### config.mk
export PLATFORM = sky130hd
export DESIGN_NAME = read_merge
export DESIGN_NICKNAME = d
export VERILOG_FILES = /design/src/common/bram_pkg.sv /design/src/source/read_merge.sv
export VERILOG_INCLUDE_DIRS = /design/src /design/src/common
export SDC_FILE = /design/constraint.sdc
export NUM_CORES = 1
export LEC_CHECK = 0
export BUFFER_PORTS_ARGS = -buffer_cell sky130_fd_sc_hd__buf_2
export CORE_AREA = 2 2 255 257
export CTS_CLUSTER_SIZE = 16
export DETAILED_ROUTE_END_ITERATION = 8
export DIE_AREA = 0 0 257 259
export GPL_TIMING_DRIVEN = 0
export PLACE_DENSITY = 0.41
export SYNTH_ARGS = -nofsm -noshare
export SYNTH_HDL_FRONTEND = slang
export SYNTH_SLANG_ARGS = --single-unit
### constraint.sdc
create_clock -name mig_clk -period 2.15 [get_ports mig_clk]
set_input_delay 0.43 -clock mig_clk [delete_from_list [all_inputs] [get_ports mig_clk]]
set_output_delay 0.43 -clock mig_clk [all_outputs]
set_load 0.05 [all_outputs]
### src/common/bram_cfg.svh
// block RAM subsystem configuration
`ifndef BRAM_CFG_SVH
`define BRAM_CFG_SVH

// number of identical RAM banks
// one-hot selects are this wide
`define BANK_COUNT 4

// byte address width inside a single bank
// 12 bits give 4 KB per bank
`define BANK_ADDR_WIDTH 12

// width of one RAM line
// writes use one strobe per byte lane
`define DATA_WIDTH 128

// request byte address width
// bits above the bank field must be zero
`define ADDR_WIDTH 16

// resulting request address layout
//   [15:14] range check
//   [13:12] bank
//   [11:4]  line inside the bank
//   [3:0]   ignored, accesses are whole lines

`endif

### src/common/bram_pkg.sv
// block RAM subsystem types
`default_nettype none

`include "bram_cfg.svh"

package bram_pkg;

   // byte offset bits inside one line
   localparam int LINE_OFFSET = $clog2(`DATA_WIDTH / 8);

   // width of the bank field in the address
   localparam int BANK_BITS = $clog2(`BANK_COUNT);

   // line index bits inside one bank
   localparam int LINE_WIDTH = `BANK_ADDR_WIDTH - LINE_OFFSET;
   localparam int LINE_COUNT = 2 ** LINE_WIDTH;

   // one RAM line
   typedef logic [`DATA_WIDTH-1:0] word_t;

   // byte write strobes
   typedef logic [`DATA_WIDTH/8-1:0] strb_t;

   // request byte address
   typedef logic [`ADDR_WIDTH-1:0] addr_t;

   // line inside a bank
   typedef logic [LINE_WIDTH-1:0] line_t;

   // one-hot bank select
   typedef logic [`BANK_COUNT-1:0] bank_sel_t;

endpackage

`default_nettype wire

### src/source/read_merge.sv
// read data merge and response register
`default_nettype none
`timescale 1ns/100ps

`include "bram_cfg.svh"

module read_merge
   import bram_pkg::*;
(
   input  wire            mig_clk,
   input  wire            rst_n_i,

   // response tracking from the dispatcher
   input  wire bank_sel_t rd_sel_i,
   input  wire            rd_err_i,

   // bank outputs
   input  wire word_t     bank_rdata_i [`BANK_COUNT],

   // response
   output logic           resp_valid_o,
   output word_t          resp_rdata_o,
   output logic           resp_err_o
);

   bank_sel_t  rd_sel_q;
   logic       rd_err_q;
   word_t      rdata_mux;

   // line up with bank read data
   always_ff @(posedge mig_clk) begin
      if (!rst_n_i) begin
         rd_sel_q <= '0;
         rd_err_q <= 1'b0;
      end else begin
         rd_sel_q <= rd_sel_i;
         rd_err_q <= rd_err_i;
      end
   end

   // one-hot select, so an OR of masked lines is enough
   always_comb begin
      rdata_mux = '0;
      for (int b = 0; b < `BANK_COUNT; b++) begin
         if (rd_sel_q[b]) begin
            rdata_mux = rdata_mux | bank_rdata_i[b];
         end
      end
   end

   always_ff @(posedge mig_clk) begin
      if (!rst_n_i) begin
         resp_valid_o <= 1'b0;
         resp_err_o   <= 1'b0;
      end else begin
         resp_valid_o <= (|rd_sel_q) || rd_err_q;
         resp_err_o   <= rd_err_q;
      end
   end

   // zero data on an error
   always_ff @(posedge mig_clk) begin
      resp_rdata_o <= rd_err_q ? '0 : rdata_mux;
   end

endmodule

`default_nettype wire

* After elaboration in Yosys (flattened, before gate mapping)
Cells that the tools add are included.
Word-level totals: register bits after elaboration 135, bits of input ports 519, output and inout port bits 130
Cells by class: muxes and demuxes 4, bitwise gates (word level) 3, reductions and logical operators 2
Operators with widths (count):
- two-way mux 128 bit | 4
- bitwise OR 128 bit | 3
- OR reduction 4 bit | 1
- logical OR 1 bit | 1

* Depth between registers and ports, before layout
depth after elaboration 7, gate-level depth with buffers 4

* Least setup slack after synthesis
Ideal clock, no wire load.
kind flip-flop to flip-flop, start point register rd_sel_q[1], end point register resp_valid_o, arrival time 0.953 ns, data required time 2.035 ns, setup slack 1.082 ns, cell stages (with the launch flop) 3, buffers on the path 0, clock period less this slack 1.068 ns, cells stage by stage dfxtp_1 -> or4_1 -> o21a_1
On the way: word-level cells in the longest chain between the ends 2
RTL lines:
- start: declaration | RTL line read_merge.sv:26 | bank_sel_t rd_sel_q;
- start signal: assignment | RTL line read_merge.sv:36 | rd_sel_q <= rd_sel_i;
- OR reduction 4 bit | RTL line read_merge.sv:56 | resp_valid_o <= (|rd_sel_q) || rd_err_q;
- logical OR 1 bit | RTL line read_merge.sv:56
- end signal: assignment | RTL line read_merge.sv:56
- end: declaration | RTL line read_merge.sv:21 | output logic resp_valid_o,
Every way passes these cells. A chain may end at the register's enable or synchronous reset.

* Worst setup path after layout
start point register rd_err_q, end point register resp_rdata_o[30]
RTL lines:
- start: declaration | RTL line read_merge.sv:27 | logic rd_err_q;
- start signal: assignment | RTL line read_merge.sv:37 | rd_err_q <= rd_err_i;
- end signal: assignment | RTL line read_merge.sv:63 | resp_rdata_o <= rd_err_q ? '0 : rdata_mux;
- end: declaration | RTL line read_merge.sv:22 | output word_t resp_rdata_o,
No word-level cell between the ends.

==> flow_summary.yaml <==
outcome:
  status: "finished clean"
yosys:
  syn_nets: 1116
  synth_cells: 597
  synth_area_per_cell_um2: 9.475
  ys_seq_area_share_pct: 47.78
  ys_ff_latch: 135
  ys_warn_count: 0
  synth_area_mm2: 0.005657
  ys_types: 10
min_path:
  hold_start: "rd_sel_i[0]"
  min_path_type: "input port to flip-flop"
critical_path:
  cp.arrival_ns: 2.15
  r2r_start: "rd_err_q"
  required_ns: 2.44
  path_max_fanout: 11
  cp-start-kind: "flip-flop"
  crit_type: "flip-flop to flip-flop"
  cp-startpoint: "rd_err_q"
  cp-end-kind: "flip-flop"
timing:
  timing.final.crit_period_ns: 1.862
  period_share_pct: 86.59
  max_slew_margin_pct: 50.15
  finalHoldViolCount: 0
  setup_slack_ns: 0.2882
  rsz0062_at_grt: "false"
  skew_ns: 0.01399
  setup_viol: 0
  tightest_slew_ns: 0.7478
  fin_setup_tns_ns: 0
  holdWs_ns: 0.1734
  drv_slew: 0
  fmax_mhz: 537.1
placed_design:
  dp_slack_ns: -0.02415
  dpl_cell_area_mm2: 0.009970
  hpwl_um: 36020
  io_buffers: 648
  gp_congestion: 0.9763
  dp_cells: 2100
route:
  met2WireLength_um: 21400
  wl_met3_um: 3676
  postRouteAntennaNets: 0
  drc: 0
  viasPerCell: 3.811
  wl_met1_um: 16860
  drt_iter0_drc: 497
  drt_first_pass_iters: 5
  vias: 8136
  topRoutingLayerUsed: "met4"
  wl_per_cell_um: 20.36
  drt_wl_total_um: 43480
cells_and_area:
  fin_util_pct: 16.60
  design_area_mm2: 0.01060
  layout_commonest_cell: "buf_2"
  final_cells: 2135
  post_route_cells_drive_above_1_share_pct: 57.76
  num-fill-cells: 7336
  area_delta_synth_final_pct: 87.41
  nets: 1783
  final_cell_mix: "702 x buf_2, 256 x a22oi_1, 135 x dfxtp_1, 128 x a21oi_1, 17 x clkbuf_16"
cts:
  clk_pin_slew_ns: 0.07
  cts_tree: "built"
  clock_sinks: 135
  cts-root-buf: "clkbuf_16"
  cts_buffers: 17
  ctsHoldBuffers: 0
  insertion_delay_ns: 0.46
  clk_path_buf_depth: 2
  cts_max_level: 4
global_route:
  grt_max_degree: 17
  grt_usage_pct: 12.43
  antenna_found_initial: 6
  overflow: 0
  grt_pass1_wl_um: 58260
  first_global_vias: 8460
power_and_ir_drop:
  total_power_mw: 8.497
  p_per_area_mw_per_mm2: 801.5
  ir_worst_vdd_mv: 0.5556
  p_leak_nw: 5.001
floorplanning:
  fp.dieW_um: 257
  io_pins: 649
  dieArea_mm2: 0.06656
  die_y_um: 259
  num_rows: 93
  core_mm2: 0.06388
  initial_core_util_pct: 8.855
job:
  maxCapViolCount: 0
## critical path: stages (launching register included)
cell and delay (ns):
dfxtp_1 0.36, buf_2 0.49, clkbuf_1 0.63, a21oi_1 0.18
## cell usage after synthesis
cell type / n / area [um^2]
a21oi_1: 128 / 640.6
a22oi_1: 256 / 1922
and2_1: 6 / 37.54
buf_1: 5 / 18.77
buf_2: 55 / 275.3
buf_4: 2 / 15.01
clkbuf_1: 8 / 30.03
dfxtp_1: 135 / 2703
o21a_1: 1 / 7.510
or4_1: 1 / 7.510
## area by class of cell
class                      count  area, um^2  share of cell area (%)
tap                          855        1070                   10.09
clock inverter                12       165.2                   1.558
clock buffer                  19       452.9                   4.272
multi-input combinational    392        2615                   24.67
sequential                   135        2703                   25.49
antenna                        4       10.01                 0.09442
buffer                        70       342.8                   3.234
timing repair buffer         648        3243                   30.59
## logic make-up after synthesis
group                  synth area share [%]
AOI/OAI and AO/OA                     45.43
buffers and inverters                 5.994
DFF                                   47.78
and+or+nand+nor                      0.7964
## sequential cells by signal, summed over array words and instances, names as in the netlist
| signal | flops |
|---|---|
| rd_err_q | 1 |
| rd_sel_q | 4 |
| resp_err_o | 1 |
| resp_rdata_o | 128 |
| resp_valid_o | 1 |
## what timing repair did
item | in CTS | in global routing
resized for setup | 1 | 3
setup buffers | 0 | 0
endpoints found under the hold margin | 0 | 0
setup endpoints to repair | 1 | 1
cloned | 0 | 0
## power breakdown
| group | internal, mW | switching [mW] | total, mW |
|---|---|---|---|
| Sequential | 2.76 | 0.0718 | 2.83 |
| Clock | 1.90 | 1.29 | 3.19 |
| Combinational | 0.762 | 1.72 | 2.48 |
| Total | 5.41 | 3.08 | 8.50 |
## worst paths after layout
| check | end | slack (ns) | cells past startpoint |
|---|---|---|---|
| max | resp_rdata_o[30] | 0.29 | 3 |
| min | rd_sel_q[0] | 0.17 | 2 |
| max reg2reg | resp_rdata_o[30] | 0.29 | 3 |
| min reg2reg | resp_valid_o | 0.60 | 2 |
## per-layer routing
| layer | global-route usage [%] | vias up |
|---|---|---|
| met5 | 0 | - |
| met4 | 5.975 | 0 |
| met3 | 3.925 | 59 |
| met2 | 21.72 | 570 |
| met1 | 13.65 | 3782 |
| li1 | - | 3725 |
No activity file was read; power rests on OpenSTA's default activity.
